## config.mk

```make
export PLATFORM = sky130hd
export DESIGN_NAME = bfifo_axis_top
export DESIGN_NICKNAME = d
export VERILOG_FILES = /design/src/hw/bfifo_pkg.sv /design/src/hw/bfifo_axis_top.sv /design/src/hw/bfifo_to_axis.sv /design/src/hw/block_writer.sv /design/src/hw/ppfifo.sv
export SDC_FILE = /design/constraint.sdc
export NUM_CORES = 1
export LEC_CHECK = 0
export ABC_AREA = 1
export BUFFER_PORTS_ARGS = -buffer_cell sky130_fd_sc_hd__buf_4
export CORE_UTILIZATION = 30
export DETAILED_ROUTE_END_ITERATION = 12
export PLACE_DENSITY = 0.43
export SLEW_MARGIN = 25
export SYNTH_ARGS = -nofsm -noshare
export SYNTH_HDL_FRONTEND = slang
export SYNTH_SLANG_ARGS = --single-unit
export TNS_END_PERCENT = 1
```

## constraint.sdc

```tcl
create_clock -name i_axi_clk -period 4.3 [get_ports i_axi_clk]
set_input_delay 0.86 -clock i_axi_clk [delete_from_list [all_inputs] [get_ports i_axi_clk]]
set_output_delay 0.86 -clock i_axi_clk [all_outputs]
set_load 0.02 [all_outputs]
```

## src/hw/bfifo_pkg.sv

```systemverilog
// #########################################################
// Shared types and default sizes for the block FIFO stream
// source. Imported by every RTL module of the subsystem
// #########################################################

`default_nettype none

package bfifo_pkg;

  // #########################################################
  // Types
  // #########################################################

  // Word count of one bank, as carried on the size port
  typedef logic [23:0] bfifo_count_t;

  // AXI Stream user field, bit 0 is start of frame
  typedef logic [3:0] axi_user_t;

  // One-hot mask over the two banks
  typedef logic [1:0] bank_sel_t;

  // #########################################################
  // Defaults for the top level
  // #########################################################
  localparam int DEFAULT_DATA_WIDTH = 24;
  // 16 words per bank
  localparam int DEFAULT_ADDR_WIDTH = 4;

endpackage

`default_nettype wire
```

## src/hw/bfifo_axis_top.sv

```systemverilog
// #########################################################
// Top level of the stream source. Producer words pass
// through the block writer and the ping-pong buffer and
// leave as AXI Stream bursts
// #########################################################

`default_nettype none

module bfifo_axis_top #(
  parameter int DATA_WIDTH = bfifo_pkg::DEFAULT_DATA_WIDTH,
  parameter int ADDR_WIDTH = bfifo_pkg::DEFAULT_ADDR_WIDTH
) (
  input  wire                           i_axi_clk,
  input  wire                           rst,
  // Producer handshake
  input  wire                           i_req,
  output logic                          o_ack,
  input  wire [DATA_WIDTH-1:0]          i_data,
  input  wire                           i_sof,
  input  wire                           i_eob,
  // AXI Stream master
  input  wire                           i_axi_ready,
  output logic                          o_axi_valid,
  output logic [DATA_WIDTH-1:0]         o_axi_data,
  output logic                          o_axi_last,
  output bfifo_pkg::axi_user_t          o_axi_user
);

  import bfifo_pkg::*;

  // Writer to buffer
  wire bank_sel_t            wr_rdy;
  wire bank_sel_t            wr_act;
  wire                       wr_stb;
  wire [DATA_WIDTH:0]        wr_data;

  // Buffer to adapter
  wire                       rd_rdy;
  wire                       rd_act;
  wire                       rd_stb;
  wire bfifo_count_t         rd_size;
  wire [DATA_WIDTH:0]        rd_data;

  block_writer #(
    .DATA_WIDTH (DATA_WIDTH),
    .ADDR_WIDTH (ADDR_WIDTH)
  ) i_block_writer (
    .i_axi_clk  (i_axi_clk),
    .rst        (rst),
    .i_req      (i_req),
    .o_ack      (o_ack),
    .i_data     (i_data),
    .i_sof      (i_sof),
    .i_eob      (i_eob),
    .i_wr_rdy   (wr_rdy),
    .o_wr_act   (wr_act),
    .o_wr_stb   (wr_stb),
    .o_wr_data  (wr_data)
  );

  ppfifo #(
    .DATA_WIDTH (DATA_WIDTH),
    .ADDR_WIDTH (ADDR_WIDTH)
  ) i_ppfifo (
    .i_axi_clk  (i_axi_clk),
    .rst        (rst),
    .o_wr_rdy   (wr_rdy),
    .i_wr_act   (wr_act),
    .i_wr_stb   (wr_stb),
    .i_wr_data  (wr_data),
    .o_rd_rdy   (rd_rdy),
    .i_rd_act   (rd_act),
    .i_rd_stb   (rd_stb),
    .o_rd_size  (rd_size),
    .o_rd_data  (rd_data)
  );

  bfifo_to_axis #(
    .DATA_WIDTH (DATA_WIDTH)
  ) i_bfifo_to_axis (
    .i_axi_clk    (i_axi_clk),
    .rst          (rst),
    .i_bfifo_rdy  (rd_rdy),
    .o_bfifo_act  (rd_act),
    .i_bfifo_size (rd_size),
    .i_bfifo_data (rd_data),
    .o_bfifo_stb  (rd_stb),
    .i_axi_ready  (i_axi_ready),
    .o_axi_valid  (o_axi_valid),
    .o_axi_data   (o_axi_data),
    .o_axi_last   (o_axi_last),
    .o_axi_user   (o_axi_user)
  );

endmodule

`default_nettype wire

```

## src/hw/bfifo_to_axis.sv

```systemverilog
// #########################################################
// Drains one closed bank of the block FIFO as an AXI Stream
// burst. Last marks the final word of the bank and user
// bit 0 carries the start-of-frame flag
// #########################################################

`default_nettype none

module bfifo_to_axis #(
  parameter int DATA_WIDTH = bfifo_pkg::DEFAULT_DATA_WIDTH
) (
  input  wire                           i_axi_clk,
  input  wire                           rst,
  // Block FIFO read side
  input  wire                           i_bfifo_rdy,
  output logic                          o_bfifo_act,
  input  wire bfifo_pkg::bfifo_count_t  i_bfifo_size,
  input  wire [DATA_WIDTH:0]            i_bfifo_data,
  output logic                          o_bfifo_stb,
  // AXI Stream master
  input  wire                           i_axi_ready,
  output logic                          o_axi_valid,
  output logic [DATA_WIDTH-1:0]         o_axi_data,
  output logic                          o_axi_last,
  output bfifo_pkg::axi_user_t          o_axi_user
);

  import bfifo_pkg::*;

  typedef enum logic [1:0] {
    ST_IDLE,
    ST_READY,
    ST_RELEASE
  } adapter_state_t;

  adapter_state_t  state;
  // Words already sent from the current bank
  bfifo_count_t    r_count;
  bfifo_count_t    next_count;
  logic            words_left;

  assign next_count = r_count + 1'b1;
  assign words_left = (r_count < i_bfifo_size);

  // #########################################################
  // Stream outputs
  // #########################################################

  // Payload comes straight from the bank at the read pointer
  assign o_axi_data  = i_bfifo_data[DATA_WIDTH-1:0];
  // Every accepted beat advances the read pointer
  assign o_bfifo_stb = i_axi_ready & o_axi_valid;
  // Flag only while a word is pending, upper user bits unused
  assign o_axi_user  = {3'b000, words_left & i_bfifo_data[DATA_WIDTH]};
  assign o_axi_last  = (next_count >= i_bfifo_size) & o_bfifo_act & o_axi_valid;

  // #########################################################
  // Burst control
  // #########################################################

  always_ff @(posedge i_axi_clk) begin
    if (rst) begin
      state       <= ST_IDLE;
      o_bfifo_act <= 1'b0;
      o_axi_valid <= 1'b0;
      r_count     <= '0;
    end else begin
      o_axi_valid <= 1'b0;
      case (state)
        ST_IDLE: begin
          o_bfifo_act <= 1'b0;
          // Claim the next closed bank
          if (i_bfifo_rdy && !o_bfifo_act) begin
            r_count     <= '0;
            o_bfifo_act <= 1'b1;
            state       <= ST_READY;
          end
        end
        ST_READY: begin
          if (words_left) begin
            // Valid stays up through stalls
            o_axi_valid <= 1'b1;
            if (o_bfifo_stb) begin
              r_count <= next_count;
              // Final beat taken, drop valid
              if (next_count >= i_bfifo_size) begin
                o_axi_valid <= 1'b0;
              end
            end
          end else begin
            // Bank sent, give it back
            o_bfifo_act <= 1'b0;
            state       <= ST_RELEASE;
          end
        end
        ST_RELEASE: begin
          // One idle cycle so the buffer sees act low
          state <= ST_IDLE;
        end
        default: begin
          state <= ST_IDLE;
        end
      endcase
    end
  end

endmodule

`default_nettype wire

```

## src/hw/block_writer.sv

```systemverilog
// #########################################################
// Producer side of the block FIFO. Takes words over a
// four-phase req/ack handshake and packs them into one bank
// until end of block or the bank runs full
// #########################################################

`default_nettype none

module block_writer #(
  parameter int DATA_WIDTH = bfifo_pkg::DEFAULT_DATA_WIDTH,
  parameter int ADDR_WIDTH = bfifo_pkg::DEFAULT_ADDR_WIDTH
) (
  input  wire                           i_axi_clk,
  input  wire                           rst,
  // Producer handshake
  input  wire                           i_req,
  output logic                          o_ack,
  input  wire [DATA_WIDTH-1:0]          i_data,
  input  wire                           i_sof,
  input  wire                           i_eob,
  // Block FIFO write side
  input  wire bfifo_pkg::bank_sel_t     i_wr_rdy,
  output bfifo_pkg::bank_sel_t          o_wr_act,
  output logic                          o_wr_stb,
  output logic [DATA_WIDTH:0]           o_wr_data
);

  import bfifo_pkg::*;

  typedef enum logic [1:0] {
    ST_IDLE,
    ST_CLAIM,
    ST_WRITE,
    ST_WAIT_REL
  } writer_state_t;

  writer_state_t           state;
  bank_sel_t               claim_sel;
  logic [ADDR_WIDTH-1:0]   wr_count;
  logic                    new_req;

  // Lowest set bit of the ready mask
  assign claim_sel = i_wr_rdy & (~i_wr_rdy + 2'b01);

  // A request counts only once ack from the last word is gone
  assign new_req = i_req & ~o_ack;

  // Word register, start of frame rides in the top bit
  always_ff @(posedge i_axi_clk) begin
    if ((state == ST_WRITE) && new_req) begin
      o_wr_data <= {i_sof, i_data};
    end
  end

  // #########################################################
  // Handshake and bank control
  // #########################################################

  always_ff @(posedge i_axi_clk) begin
    if (rst) begin
      state    <= ST_IDLE;
      o_ack    <= 1'b0;
      o_wr_act <= '0;
      o_wr_stb <= 1'b0;
      wr_count <= '0;
    end else begin
      o_wr_stb <= 1'b0;

      // Return to zero once the producer drops req
      if (o_ack && !i_req) begin
        o_ack <= 1'b0;
      end

      case (state)
        ST_IDLE: begin
          // No bank held, wait for demand
          if (new_req) begin
            state <= ST_CLAIM;
          end
        end
        ST_CLAIM: begin
          if (|i_wr_rdy) begin
            o_wr_act <= claim_sel;
            wr_count <= '0;
            state    <= ST_WRITE;
          end
        end
        ST_WRITE: begin
          if (new_req) begin
            o_ack    <= 1'b1;
            o_wr_stb <= 1'b1;
            wr_count <= wr_count + 1'b1;
            // All ones means this is the last slot of the bank
            if (i_eob || (&wr_count)) begin
              state <= ST_WAIT_REL;
            end
          end
        end
        ST_WAIT_REL: begin
          // Closing word has been strobed, hand the bank over
          o_wr_act <= '0;
          state    <= ST_IDLE;
        end
        default: begin
          state <= ST_IDLE;
        end
      endcase
    end
  end

endmodule

`default_nettype wire

```

## src/hw/ppfifo.sv

```systemverilog
// #########################################################
// Two-bank ping-pong block FIFO. The writer claims an empty
// bank and fills it, the reader takes closed banks in the
// order they were closed and releases them when done
// #########################################################

`default_nettype none

module ppfifo #(
  parameter int DATA_WIDTH = bfifo_pkg::DEFAULT_DATA_WIDTH,
  parameter int ADDR_WIDTH = bfifo_pkg::DEFAULT_ADDR_WIDTH
) (
  input  wire                           i_axi_clk,
  input  wire                           rst,
  // Write side
  output bfifo_pkg::bank_sel_t          o_wr_rdy,
  input  wire bfifo_pkg::bank_sel_t     i_wr_act,
  input  wire                           i_wr_stb,
  input  wire [DATA_WIDTH:0]            i_wr_data,
  // Read side
  output logic                          o_rd_rdy,
  input  wire                           i_rd_act,
  input  wire                           i_rd_stb,
  output bfifo_pkg::bfifo_count_t       o_rd_size,
  output logic [DATA_WIDTH:0]           o_rd_data
);

  import bfifo_pkg::*;

  localparam int DEPTH = 1 << ADDR_WIDTH;

  // Life cycle of one bank
  typedef enum logic [1:0] {
    BANK_EMPTY,
    BANK_FILLING,
    BANK_FULL,
    BANK_DRAINING
  } bank_state_t;

  bank_state_t             bank_state [2];
  bfifo_count_t            bank_size  [2];
  logic [DATA_WIDTH:0]     mem        [2][DEPTH];

  // Write pointer has one extra bit so a full bank reads as DEPTH
  logic [ADDR_WIDTH:0]     wr_ptr;
  logic [ADDR_WIDTH-1:0]   rd_ptr;
  // Bank that closed first and is next in line for the reader
  logic                    rd_sel;
  logic                    rd_idx;
  logic                    wr_idx;
  logic                    wr_claim;
  logic                    wr_en;
  logic                    draining;

  // #########################################################
  // Status and selection
  // #########################################################

  always_comb begin
    for (int b = 0; b < 2; b++) begin
      o_wr_rdy[b] = (bank_state[b] == BANK_EMPTY);
    end
  end

  assign draining = (bank_state[0] == BANK_DRAINING) | (bank_state[1] == BANK_DRAINING);

  // Only one bank may be read at a time
  assign o_rd_rdy = (bank_state[rd_sel] == BANK_FULL) & ~draining;

  // Read outputs follow the draining bank, else the next one in line
  always_comb begin
    if (bank_state[1] == BANK_DRAINING) begin
      rd_idx = 1'b1;
    end else if (bank_state[0] == BANK_DRAINING) begin
      rd_idx = 1'b0;
    end else begin
      rd_idx = rd_sel;
    end
  end

  assign o_rd_size = bank_size[rd_idx];
  assign o_rd_data = mem[rd_idx][rd_ptr];

  // Writer holds at most one bank, so act is one-hot here
  assign wr_idx   = i_wr_act[1];
  assign wr_claim = |(i_wr_act & o_wr_rdy);
  assign wr_en    = i_wr_stb & (|i_wr_act) & (bank_state[wr_idx] == BANK_FILLING) &
                    ~wr_ptr[ADDR_WIDTH];

  // #########################################################
  // Bank state, pointers and sizes
  // #########################################################

  always_ff @(posedge i_axi_clk) begin
    if (rst) begin
      bank_state <= '{BANK_EMPTY, BANK_EMPTY};
      bank_size  <= '{'0, '0};
      rd_sel     <= 1'b0;
      wr_ptr     <= '0;
      rd_ptr     <= '0;
    end else begin
      for (int b = 0; b < 2; b++) begin
        case (bank_state[b])
          BANK_EMPTY: begin
            if (i_wr_act[b]) begin
              bank_state[b] <= BANK_FILLING;
            end
          end
          BANK_FILLING: begin
            // Writer let go, size is the number of words written
            if (!i_wr_act[b]) begin
              bank_state[b] <= BANK_FULL;
              bank_size[b]  <= bfifo_count_t'(wr_ptr);
              // Other bank still waiting keeps its place in line
              if (bank_state[1 - b] != BANK_FULL) begin
                rd_sel <= 1'(b);
              end
            end
          end
          BANK_FULL: begin
            if (i_rd_act && !draining && (rd_sel == 1'(b))) begin
              bank_state[b] <= BANK_DRAINING;
            end
          end
          BANK_DRAINING: begin
            // Reader let go, bank is free for the writer again
            if (!i_rd_act) begin
              bank_state[b] <= BANK_EMPTY;
            end
          end
          default: begin
            bank_state[b] <= BANK_EMPTY;
          end
        endcase
      end

      // Fill pointer restarts on every new claim
      if (wr_claim) begin
        wr_ptr <= '0;
      end else if (wr_en) begin
        wr_ptr <= wr_ptr + 1'b1;
      end

      // Read pointer sits at zero between bursts
      if (!draining) begin
        rd_ptr <= '0;
      end else if (i_rd_stb) begin
        rd_ptr <= rd_ptr + 1'b1;
      end
    end
  end

  // Bank storage
  always_ff @(posedge i_axi_clk) begin
    if (wr_en) begin
      mem[wr_idx][wr_ptr[ADDR_WIDTH-1:0]] <= i_wr_data;
    end
  end

endmodule

`default_nettype wire

```

# ---- Word level (Yosys, flattened, before mapping)
# Memories as Yosys holds them, arrays and structs flattened.
# Cells that the tools add are included.
dict set report word_totals {
  n_memories 1
  ff_bits 87
  output_inout_bits 31
  inputBits 30
  elab_cells 182
  ram_bits 800
}
# name depth word_bits read_ports rd_clocked_by_memory_dff write_ports line
set memory_table {}
lappend memory_table {i_ppfifo.mem 2 400 1 0 1 ppfifo.sv:42} ;# logic [DATA_WIDTH:0] mem [2][DEPTH];
dict set report classes {
  muxes 59
  n_eq_ne 30
  reduce_logical 35
  n_bitwise 27
  magnitude_cmp 8
  addsub 5
}
# cell n
set op_table {}
lappend op_table {{400-bit 2-to-1 mux} 1}
lappend op_table {{24-bit 2-to-1 mux} 5}
lappend op_table {{25-bit binary-select mux with 4-bit select} 1}
lappend op_table {{25-bit demux with 4-bit select} 1}
lappend op_table {{25-bit 2-to-1 mux} 3}
lappend op_table {{24-bit one-hot mux with 2 select lines} 1}
lappend op_table {{2-bit 2-to-1 mux} 20}
lappend op_table {{24-bit by 1-bit adder with 24-bit output (second input constant)} 1}
lappend op_table {{24-bit >= comparator} 1}
lappend op_table {{24-bit less-than comparator} 1}
lappend op_table {{2-bit one-hot mux with 4 select lines} 3}
lappend op_table {{2-bit inequality test (second input constant)} 10}
lappend op_table {{4-bit AND reduction} 5}
lappend op_table {{1-bit 2-to-1 mux} 17}
lappend op_table {{2-bit by 1-bit inequality test with 1-bit output (second input constant)} 8}
lappend op_table {{2-bit equality test (second input constant)} 7}
lappend op_table {{2-bit by 1-bit equality test with 1-bit output (second input constant)} 5}
lappend op_table {{5-bit >= comparator (second input constant)} 2}
lappend op_table {{4-bit NOT with 5-bit output} 2}
lappend op_table {{2-bit AND reduction} 5}
lappend op_table {{1-bit AND} 9}
lappend op_table {{1-bit NOT} 9}
lappend op_table {{4-bit by 1-bit adder with 4-bit output (second input constant)} 2}
lappend op_table {{2-bit zero test} 4}
lappend op_table {{other kinds (20)} 41}

# ---- Depth between registers and ports, before layout
# Gate-level depths: netlist of run 1.
dict set report logic_depth {
  word_depth 10
  depth_mapped 23
  depth_no_buf 20
}

# ---- By module
# Synthesis of run 1 repeated with hierarchy kept, for this count alone.
dict set report hier_totals {
  cells_unflattened 3967
  area_unflattened_um2 40796.6
}
# module area_each_um2 cells_per_inst instances seq_area_each_um2
set by_module_without_submodules {}
lappend by_module_without_submodules {ppfifo 36083.4 3328 1 24503.5}
lappend by_module_without_submodules {bfifo_to_axis 3378.2 532 1 560.5}
lappend by_module_without_submodules {block_writer 1335.0 107 1 950.9}

# ---- Worst setup path before layout of run 1
# No wires, ideal clock.
dict set report synth_path {
  path_type {register to output}
  start {register i_ppfifo.bank_state[2] (netlist name)}
  end {output o_axi_user[0]}
  arrival_time_ns 2.794
  path_slack_ns 0.646
  stages_incl_launch_ff 17
  path_buffers 3
  required_time_ns 3.440
  cell_sequence {dfxtp_1 ha_1 inv_1 nand2_2 nand2_2 buf_6 buf_4 buf_2 mux2i_1 ha_1 nand2_1 nand2_1 o21ai_0 a21oi_4 o21bai_4 nand2_2 nor3_1}
}
dict set report synth_via {
  elab_chain_cells 9
  word_cells_on_any_way 13
  cone_classes {1 x order compare; 1 x eq/ne; 8 x mux; 2 x bitwise; 1 x memory}
}
# item line
set synth_lines {}
lappend synth_lines {{start: declaration} ppfifo.sv:40} ;# bank_state_t bank_state [2];
lappend synth_lines {{start signal: assignment} ppfifo.sv:96} ;# bank_state <= '{BANK_EMPTY, BANK_EMPTY};
lappend synth_lines {{2-bit equality test (*)} ppfifo.sv:74} ;# end else if (bank_state[0] == BANK_DRAINING) begin
lappend synth_lines {{1-bit 2-to-1 mux (*)} ppfifo.sv:74}
lappend synth_lines {{1-bit 2-to-1 mux (*)} ppfifo.sv:72} ;# if (bank_state[1] == BANK_DRAINING) begin
lappend synth_lines {{1-bit NOT with 2-bit output (not written as such)} ppfifo.sv:81} ;# assign o_rd_size = bank_size[rd_idx];
lappend synth_lines {{5-bit 2-to-1 mux (not written as such)} ppfifo.sv:81}
lappend synth_lines {{24-bit 2-to-1 mux (not written as such) (2 in series)} ppfifo.sv:81}
lappend synth_lines {{24-bit less-than comparator} bfifo_to_axis.sv:43} ;# assign words_left = (r_count < i_bfifo_size);
lappend synth_lines {{1-bit AND (*)} bfifo_to_axis.sv:54} ;# assign o_axi_user = {3'b000, words_left & i_bfifo_data[DATA_WIDTH]};
lappend synth_lines {{end: declaration} bfifo_axis_top.sv:26} ;# output bfifo_pkg::axi_user_t o_axi_user
# Mark *: on every way between the ends. The rest lies on a longest branch, timed or not. The select of a mux whose other input is x is not followed.

# ---- Worst setup path in the final report of run 1
dict set report layout_path {
  start {register i_ppfifo.bank_state[0] (netlist name)}
  end {output o_axi_data[20]}
}
dict set report layout_via {
  elab_chain_cells 6
}
# item line
set layout_lines {}
lappend layout_lines {{2-bit equality test} ppfifo.sv:72}
lappend layout_lines {{1-bit 2-to-1 mux} ppfifo.sv:72}
lappend layout_lines {{memory 2 x 400 bit} --}
lappend layout_lines {{25-bit binary-select mux with 4-bit select} ppfifo.sv:82} ;# assign o_rd_data = mem[rd_idx][rd_ptr];
lappend layout_lines {{25-bit 2-to-1 mux (not written as such) (2 in series)} ppfifo.sv:82}
lappend layout_lines {{end: declaration} bfifo_axis_top.sv:24} ;# output logic [DATA_WIDTH-1:0] o_axi_data,
# Every way passes these cells. The select of a mux whose other input is x is not followed.

==> results.md, run 1 <==
* Status: completed
* Die ar. at 121000 um2
* Clock Pin Slew Worst Setup and Hold Paths at about 0.060 ns
* Antenna-violating nets left at 0
* Crit path launch type: register
* Max-Cap Viols at 0
* Asr flop ratio synth at 0
* Synth Warn # at 0
* Number of flops mapped to enable cells by yosys at between 800 and 900
* Final-report hold violation count at 0
* Worst hold slack at 0.352 ns
* Comb power frac at 0.208
* Reg2reg start: i_block_writer.o_wr_act[0]$_SDFFE_PP0P_
* Max Fclk at 0.242 GHz
* Ports at 61
* Worst-Skew Late Latency at just under 0.7 ns
* Core Footprint at 118000 um2
* Net Sw Frac at 0.310
* Placed cell count at 4321
* Worst reg-to-reg setup slack at ~1.1 ns
* Syn avg cell area at 12.6 um2
* Clock buffer depth at 3
* IO buf count at 57
* P_leak at approximately 13 nW
* Slew @ Worst Pin at 1.01 ns
* Avg WL per Cell at about 25 um
* Internal power at around 15 mW
* Req. time, crit path at 3.44 ns
* Cell Rows at 126
* Sequential cell area at 26000 um2
* Largest area contributor in the netlist: edfxtp_1
* Multi-input gate area at 8950 um2
* CP Launch Point: i_ppfifo.bank_state[0]$_SDFFE_PP0P_
* Endpoints failing setup at 0
* Post-DP HPWL at 59100 um
* Crit share post-route at 0.961
* Top-count cell post-synth: edfxtp_1
* Worst Reg-to-Reg Cells at 7
* Flops & latches, synth at 887
* Clk sinks at 887
* Synth area leaders: edfxtp_1 (69%), o21ai_0 (5.6%), nor2_1 (5.0%)
* Final min period at 4.13 ns
* Vias per cell at about 5.3
* Crit path DAT at 3.27 ns
* Clk_skew at 0.0379 ns
* Grt ovf at 0
* Die width at 347 um
* Initial antenna violation count at 8
* CTS tree: done
* Layout area overhead at 16.9%
* H-tree Lvls at 3
* Max Slew Vio Count at 0
* GP Congestion at 0.787
* Final WL at 115000 um
* Hold Path Origin: i_data[16]
* Top-area cell type share of the netlist area at 0.692
* Layout fillers at 11400
* Hold WC Path Type: input port to register
* Clock Power Share at 0.343
* Ys flop type: edfxtp_1
* Clock buffer count from CTS at 96
* Total global-route track usage at 0.185
* DRC violations left at 0
* Max-slew headroom at 0.323
* Synth Cell Area at 35800 um2
* Sequential element share of the synthesized area at 0.727
* Element type at the critical path end: output pin
* DR pass1 iterations at 8
* Cell variety after synth at 41
* Fin cells at 4523
* RR Endpoint: i_ppfifo.mem[1][199]$_DFFE_PP_
* Synth cell count leaders: edfxtp_1 (825), nor2_1 (476), o21ai_0 (400)
* Largest net degree at the start of global routing at 155
* Vias in the first global route at 23400
* Setup Crit Path Kind: register to output pin
* Initial drt markers at around 2100
* VDD IR max at between 0.0003 and 0.0004 V
* Via count at 23800
* Share of cells above drive strength 1 at 0.128
* Register share of total power at 0.448
* Crit-path max FO at 80
* Sw Pwr at 6.95 mW
* Power Density at 536 nW/um2
* CP Capture Point: o_axi_data[20]
* Syn Inst Count at between 2000 and 3000
* Clock Root Buffer: clkbuf_16
* # hold bufs at CTS at 0
* Global-route wire length before repair at 163000 um
* Ant diodes at 0
* Layout Nets at 2970
* Initial core utilization at 0.303
* Die H at between 300 and 400 um
==> placed cells by master (no fill, tap or decap), drive strengths merged, types with 14 or more instances in the layout <==
| cell | count |
|---|---|
| clkbuf | 130 |
| buf | 154 |
| inv | 81 |
| edfxtp | 825 |
| clkinv | 42 |
| o21ai | 411 |
| dfxtp | 62 |
| ha | 27 |
| nor3 | 14 |
| nor2 | 482 |
| a21oi | 54 |
| nand3 | 160 |
| nand2 | 307 |
| o221ai | 193 |
==> per-layer routing <==
layer | vias up | wire length (um) | global-route usage | share of wire
met5 | - | 0 | 0 | 0
met4 | 0 | 2330 | 0.0442 | 0.020
met3 | 143 | 6290 | 0.0258 | 0.055
met2 | 685 | 51900 | 0.292 | 0.45
met1 | 12300 | 54500 | 0.268 | 0.47
li1 | 10700 | - | - | -
==> flip-flops by register name, indices dropped and copies added, names as in the netlist, 2 cells and up <==
name / flops
i_block_writer.state: 2
i_bfifo_to_axis.state: 2
i_bfifo_to_axis.r_count: 24
i_block_writer.o_wr_data: 25
i_ppfifo.rd_ptr: 4
i_ppfifo.mem: 800
i_block_writer.wr_count: 4
i_ppfifo.bank_size: 10
i_ppfifo.wr_ptr: 5
i_ppfifo.bank_state: 4
i_block_writer.o_wr_act: 2
==> how the worst min path moves through the flow <==
stage                                                         end  slack, ns  depth (start not counted)
after floorplan           i_block_writer.wr_count[1]$_SDFFE_PP0P_       0.46                          2
final                      i_block_writer.o_wr_data[16]$_DFFE_PP_       0.35                          1
after detailed placement          i_block_writer.o_ack$_SDFF_PP0_       0.50                          2
after global routing       i_block_writer.o_wr_data[14]$_DFFE_PP_       0.32                          1
after CTS                  i_block_writer.o_wr_data[14]$_DFFE_PP_       0.31                          1
after global placement    i_block_writer.wr_count[0]$_SDFFE_PP0P_       0.47                          2
==> power groups by stage <==
stage                     Clock, mW  Sequential (mW)  Combinational [mW]
after global placement            0             10.3                4.18
final                          7.70             10.0                4.67
after CTS                      7.88             10.1                4.32
after detailed placement          0             10.3                4.26
after global routing           8.20             10.1                5.17
after floorplan                   0             10.1                3.00
==> cells by family after synthesis <==
group / count (synthesis) / share of synthesized area
simple gates: 977 / 0.111
flops: 887 / 0.727
buf+inv: 269 / 0.0325
mux: 5 / 0.00140
xor+xnor: 4 / 0.000979
other cells: 1 / 0.000105
fa+ha+maj: 27 / 0.00944
compound gates: 672 / 0.118
==> stage by stage <==
step | setup WS (ns) | TNS, ns | util | cell area, um2 | power [mW]
5_1_grt | -0.00991 | -0.0143 | 0.354 | 41800 | 23.4
4_1_cts | -0.118 | -0.475 | 0.350 | 41400 | 22.3
3_5_place_dp | 0.529 | 0 | 0.325 | 38500 | 14.6
2_1_floorplan | 0.646 | 0 | - | 35800 | 13.1
3_3_place_gp | 0.566 | 0 | 0.325 | 38400 | 14.5
6_report | 0.166 | 0 | 0.354 | 41800 | 22.4
==> critical path, cell delays in order, from the launching register on <==
cell and delay [ns]:
dfxtp_2 0.35, ha_2 0.21, clkinvlp_4 0.17, nand2_8 0.19, buf_4 0.16, buf_16 0.28, o21ai_0 0.13, o221ai_1 0.26
nand3_1 0.16, nand2_1 0.13, nand2_1 0.09, nand2_2 0.24, buf_4 0.19
==> cell type report <==
class / count / share of cell area
well taps: 1536 / 0.0459
clock inverters: 43 / 0.00742
inverters: 82 / 0.00825
repair buffers: 155 / 0.0406
multi-input cells: 1690 / 0.214
clock buffers: 129 / 0.0616
repair inverters: 1 / 0.000269
flip-flops and latches: 887 / 0.622
==> repair_timing <==
action                                  CTS  global route
buffers inserted                          0            12
endpoints found under the setup margin   23            26
gates cloned                              0             4
gates resized for setup                  19            14
pin swaps                                 1             2
Note: power is estimated with default switching activity, not from simulation.
==> run 2, diff against run 1 <==
--- a/config.mk
+++ b/config.mk
@@ -9,7 +9,7 @@
 export BUFFER_PORTS_ARGS = -buffer_cell sky130_fd_sc_hd__buf_4
 export CORE_UTILIZATION = 30
 export DETAILED_ROUTE_END_ITERATION = 12
-export PLACE_DENSITY = 0.43
+export PLACE_DENSITY = 0.42
 export SLEW_MARGIN = 25
 export SYNTH_ARGS = -nofsm -noshare
 export SYNTH_HDL_FRONTEND = slang
==> run 2 against run 1 <==
Effect of this change: critical path depth grew 1; utilization rose by 0.62 points; die area did not move; via count is 0.21% higher; cell count up 0.69%.
==> results.md, run 2 (synthesis results as in run 1) <==
* Setup Crit Path Kind: register to output pin
* Worst-Skew Late Latency at just under 0.7 ns
* Via count at approximately 24000
* Die H at 347 um
* Crit path launch type: register
* Commonest non-fill, non-tap cell in the layout: edfxtp_1
* Worst Reg-to-Reg Cells at 18
* Grt ovf at 0
* Status: completed
* Clock Pin Slew Worst Setup and Hold Paths at 0.06 ns
* Sequential cell area at 26000 um2
* Initial core utilization at 0.303
* Power Density at 557 nW/um2
* Post-DP HPWL at 62500 um
* Vias in the first global route at 23400
* Slew @ Worst Pin at 1.03 ns
* Ports at 61
* P_leak at 13.9 nW
* Ant diodes at 0
* Clk_skew at 0.0397 ns
* Cells on Worst Hold Path at 1
* Share of cells above drive strength 1 at 0.141
* Max Slew Vio Count at 0
* Multi-input gate area at 9000 um2
* Layout Nets at 2993
* Die width at 347 um
* Clock buffer count from CTS at 100
* Req. time, crit path at 3.44 ns
* Worst hold slack at 0.357 ns
* H-tree Lvls at 3
* Crit share post-route at 0.979
* Max-slew headroom at 0.315
* Setup WS pre-CTS at 0.209 ns
* Commonest cells after routing, fill and taps aside: edfxtp_1 (825), nor2_1 (446), o21ai_0 (399), nand2_1 (280), o221ai_1 (191)
* Core Footprint at 118000 um2
* Endpoints failing setup at 0
* Initial antenna violation count at 3
* Antenna-violating nets left at 0
* Final setup margin at 0.0891 ns
* VDD IR max at 0.000397 V
* Layout area overhead at 19.0%
* Max Fclk at 0.237 GHz
* Final min period at 4.21 ns
* Crit-path max FO at 54
* Clock Root Buffer: clkbuf_16
* GP Congestion at 0.774
* Crit path DAT at 3.35 ns
* Layout fillers at 11400
* DRC violations left at 0
* Dpl cell area at around 39000 um2
* Final-report hold violation count at 0
* Clk sinks at 887
* RSZ-0062 raised after global routing: true
* Avg WL per Cell at roughly 26 um
* Fin Setup TNS at 0 ns
* Initial drt markers at about 2200
* Largest net degree at the start of global routing at 140
* Total global-route track usage at 0.186
* Clock buffer depth at 3
* Vias per cell at 5.23
* Die ar. at 121000 um2
* Worst reg-to-reg setup slack at 1.10 ns
* Final non-filler cell area at 42600 um2
* Element type at the critical path end: output pin
* DR pass1 iterations at 5
* Cell Rows at 126
* CTS tree: done
* Max-Cap Viols at 0
* IO buf count at 57
* Global-route wire length before repair at 165000 um
* Hold WC Path Type: input port to register
* Max FFs per register at 800
* Final WL at 117000 um
## run 2: changes by cell type in the layout (fill, tap and decap cells not counted), sizes merged
cell / previous run / this run
inv: 81 / 80
nand2: 307 / 306
buf: 154 / 168
bufinv: 1 / 11
clkinvlp: 2 / 3
clkbuf: 130 / 134
clkinv: 42 / 46
## run 2: path summary, 6_finish.rpt
path / from / to
worst min register to register: i_block_writer.wr_count[1]$_SDFFE_PP0P_ / i_block_writer.wr_count[1]$_SDFFE_PP0P_
worst max register to register: i_ppfifo.bank_state[1]$_SDFFE_PP0P_ / i_bfifo_to_axis.r_count[19]$_SDFFE_PP0P_
worst min-delay path: i_data[15] / i_block_writer.o_wr_data[15]$_DFFE_PP_
worst max-delay path: i_ppfifo.bank_state[1]$_SDFFE_PP0P_ / o_axi_data[8]
## run 2: repair_timing
item                                   in CTS  in global routing
hold buffers                                0                  0
gates resized for setup                    16                 35
cloned                                      0                  9
endpoints found under the hold margin       0                  0
setup buffers                               0                  8
pin swaps                                   0                  6
setup endpoints to repair                  19                 26
## run 2: worst max-delay path, stage by stage (launching register included)
cell,delay (ns)
dfxtp_1,0.38
ha_1,0.24
clkinvlp_4,0.18
nand2_8,0.17
buf_6,0.17
buf_4,0.14
buf_16,0.21
o21ai_0,0.12
o221ai_1,0.23
nand3_2,0.20
nand2_2,0.17
nand2_1,0.08
nand2_1,0.16
buf_4,0.16
## run 2: per-layer routing
layer  track usage  wire [um]  up-vias
li1              -          -    10700
met2         0.291      52600      750
met3        0.0263       6460      130
met4        0.0415       2160        0
met5             0          0        -
met1         0.273      55800    12200
## run 2: per-stage QoR
step                total power, mW  utilization  cells
floorplan                      13.1            -   2844
global placement               14.5        0.326   4333
detailed placement             14.7        0.326   4337
CTS                            23.4        0.355   4521
global route                   24.8        0.360   4554
finish                         23.7        0.360   4554
## run 2: where the power goes
part           switching (mW)  internal, mW  total, mW  leakage [nW]
Clock                    3.55          5.04       8.59          1.61
Sequential              0.280          9.74       10.0          7.92
Combinational            3.47          1.64       5.11          4.32
Total                    7.30          16.4       23.7          13.9
## run 2: final cells by class
cell class / instances / area share
clock buffer: 126 / 0.0623
timing repair buffer: 176 / 0.0468
sequential: 887 / 0.611
multi-input combinational: 1689 / 0.211
tap: 1536 / 0.0451
inverter: 82 / 0.00811
clock inverter: 58 / 0.0150
==> run 3, diff against run 2 <==
--- a/config.mk
+++ b/config.mk
@@ -7,9 +7,13 @@
 export LEC_CHECK = 0
 export ABC_AREA = 1
 export BUFFER_PORTS_ARGS = -buffer_cell sky130_fd_sc_hd__buf_4
+export CELL_PAD_IN_SITES_DETAIL_PLACEMENT = 0
+export CELL_PAD_IN_SITES_GLOBAL_PLACEMENT = 1
 export CORE_UTILIZATION = 30
+export CTS_CLUSTER_DIAMETER = 120
 export DETAILED_ROUTE_END_ITERATION = 12
-export PLACE_DENSITY = 0.42
+export GPL_TIMING_DRIVEN = 0
+export PLACE_DENSITY = 0.49
 export SLEW_MARGIN = 25
 export SYNTH_ARGS = -nofsm -noshare
 export SYNTH_HDL_FRONTEND = slang
==> run 3 against run 2 <==
Effect of this change: the flow now finishes with violations (negative setup slack); critical path depth down 4; first-iteration DRC count is 22% higher; cell area up 3.4%; largest cell class unchanged; setup slack lost 0.14 ns; largest power group unchanged; via count rose by 4.5%; worst hold slack got worse by 0.0081 ns.
==> results.md, run 3 (synthesis results as in run 1) <==
* Status: complete, but fails checks
* Violated checks: negative setup slack
* CP max stage cell: clkbuf_1
* Vias per cell at 5.27
* Crit path buf inv count at 4
* Final non-filler cell area at 44000 um2
* Grt ovf at 0
* CTS tree: done
* Avg WL per Cell at 28.0 um
* GR Util met3 at 0.0364
* Worst hold slack at 0.349 ns
* P_leak at ~14 nW
* Hold WC Path Type: input port to register
* Max-slew headroom at 0.368
* Power, Total at 24.6 mW
* Endpoints failing setup at 2
* Max Slew Vio Count at 0
* Total global-route track usage at 0.216
* Sequential cell area at 26000 um2
* Internal power at 16.5 mW
* Crit-path leading delay family: buffers and inverters
* Met1 usage at 0.290
* Die ar. at 121000 um2
* Max Fclk at 0.230 GHz
* Dpl cell area at around 40000 um2
* Via count at between 20000 and 25000
* Sw Pwr at 8.12 mW
* Grt met2 use at 0.360
* Final WL at 132000 um
* Crit-path max FO at 10
* Antenna-violating nets left at 0
* Crit path DAT at 3.49 ns
* Share of cells above drive strength 1 at 0.181
* Post-DP HPWL at 93700 um
* Power Density at 558 nW/um2
* Slew @ Worst Pin at ~0.95 ns
* Multi-input gate area at 9280 um2
* Initial core utilization at 0.303
* Layout fillers at 11300
* Initial antenna violation count at 2
* Worst reg-to-reg setup slack at 0.87 ns
* Crit share post-route at 1.01
* Clock Pin Slew Worst Setup and Hold Paths at approximately 0.06 ns
* RR Endpoint: i_ppfifo.mem[1][307]$_DFFE_PP_
* CP Cell Sequence: inv_1 > clkbuf_2 > clkbuf_1 > o221ai_1 > nand3_1 > nand2_1 > nand2_1 > nand2_1 > buf_4
* Worst-Skew Late Latency at roughly 0.7 ns
* Req. time, crit path at 3.44 ns
* Clock Power Share at 0.337
* # hold bufs at CTS at 0
* Min-Delay Endpoint: i_block_writer.o_wr_data[16]$_DFFE_PP_
* GR peak layer: met2
* Max-Cap Viols at 0
* Cells on Worst Hold Path at 1
* Worst Reg-to-Reg Cells at 10
* Final setup margin at -0.0511 ns
* IO buf count at between 50 and 60
* Reg2reg start: i_ppfifo.bank_state[3]$_SDFFE_PP0P_
* CP peak stage delay at 0.73 ns
* Global-route wire length before repair at about 190000 um
* DRC violations left at 0
* Cell Rows at 126
* Commonest non-fill, non-tap cell in the layout: edfxtp_1
* Vias in the first global route at approximately 25000
* DR pass1 iterations at 6
* Crit path launch type: register
* VDD IR max at 0.000302 V
* Clk sinks at 887
* Hold Path Origin: i_data[16]
* Final min period at approximately 4.4 ns
* Clock Root Buffer: clkbuf_16
* Commonest cells after routing, fill and taps aside: edfxtp_1 (825), nor2_1 (445), o21ai_0 (398), nand2_1 (277), o221ai_1 (165)
* Largest net degree at the start of global routing at 26
* Final-report hold violation count at 0
* Placed cell count at 4525
* Clk_skew at approximately 0.028 ns
* Initial drt markers at 2743
* Clock buffer count from CTS at 97
* Most frequent CP cell: nand2_1
* Fin cells at 4724
* Clock buffer depth at 3
* GP Congestion at 0.981
* Max FFs per register at 800
* Register share of total power at 0.408
* Layout Nets at 3165
* H-tree Lvls at 3
* Layout area overhead at 23.0%
* Ports at between 60 and 70
* Die width at 347 um
* Element type at the critical path end: output pin
* Core Footprint at 118000 um2
* Comb power frac at 0.255
* RSZ-0062 raised after global routing: true
* Net Sw Frac at 0.330
* Die H at 347 um
* Setup Crit Path Kind: register to output pin
## run 3: final cells by class
type | instances | share of cell area
sequential | 887 | 0.591
timing repair buffer | 165 | 0.0507
buffer | 187 | 0.0257
inverter | 82 | 0.00727
antenna | 2 | 0.000114
tap | 1536 | 0.0436
multi-input combinational | 1688 | 0.211
clock inverter | 57 | 0.0121
clock buffer | 120 | 0.0585
## run 3: repair_timing
item,in CTS,in global routing
cloned,1,0
setup buffers,11,8
gates resized for setup,168,50
endpoints found under the setup margin,26,26
pin swaps,7,16
## run 3: worst register-to-register path, delay by kind of cell (launching register included)
| family | cells | cell delay [ns] |
|---|---|---|
| and+or+nand+nor | 3 | 1.18 |
| buffers and inverters | 6 | 1.15 |
| AOI/OAI and AO/OA | 1 | 0.46 |
| DFF | 1 | 0.35 |
## run 3: layer usage
| layer | vias up | share of wire |
|---|---|---|
| li1 | 11100 | - |
| met3 | 164 | 0.061 |
| met2 | 881 | 0.48 |
| met5 | - | 0 |
| met1 | 12700 | 0.43 |
| met4 | 0 | 0.027 |
## run 3: worst max-delay path by stage
stage | startpoint | to | slack (ns) | cells after the start
after floorplan | i_ppfifo.bank_state[2]$_SDFFE_PP0P_ | o_axi_user[0] | 0.65 | 16
after global placement | i_block_writer.o_wr_act[0]$_SDFFE_PP0P_ | i_ppfifo.mem[0][303]$_DFFE_PP_ | -1.89 | 6
after detailed placement | i_ppfifo.bank_state[2]$_SDFFE_PP0P_ | o_axi_user[0] | -0.23 | 15
after CTS | i_ppfifo.bank_state[2]$_SDFFE_PP0P_ | o_axi_last | -0.08 | 23
after global routing | i_ppfifo.bank_state[2]$_SDFFE_PP0P_ | o_axi_last | -0.06 | 23
final | i_ppfifo.rd_ptr[1]$_SDFFE_PP0P_ | o_axi_data[22] | -0.05 | 9
## run 3: through the flow
| stage | worst slack [ns] | utilization | TNS (ns) |
|---|---|---|---|
| final | -0.0511 | 0.372 | -0.0630 |
| after global routing | -0.0643 | 0.372 | -0.331 |
| after CTS | -0.0800 | 0.370 | -0.264 |
| after detailed placement | -0.226 | 0.338 | -0.679 |
| after global placement | -1.89 | 0.323 | -417.60 |
| after floorplan | 0.646 | - | 0 |
## run 3: power by group through the flow
| stage | clock network, mW | registers, mW | logic, mW |
|---|---|---|---|
| floorplan | 0 | 10.1 | 3.00 |
| global placement | 0 | 10.4 | 5.15 |
| detailed placement | 0 | 10.2 | 5.58 |
| CTS | 8.42 | 10.0 | 6.13 |
| global route | 8.75 | 10.0 | 6.69 |
| finish | 8.28 | 10.0 | 6.27 |
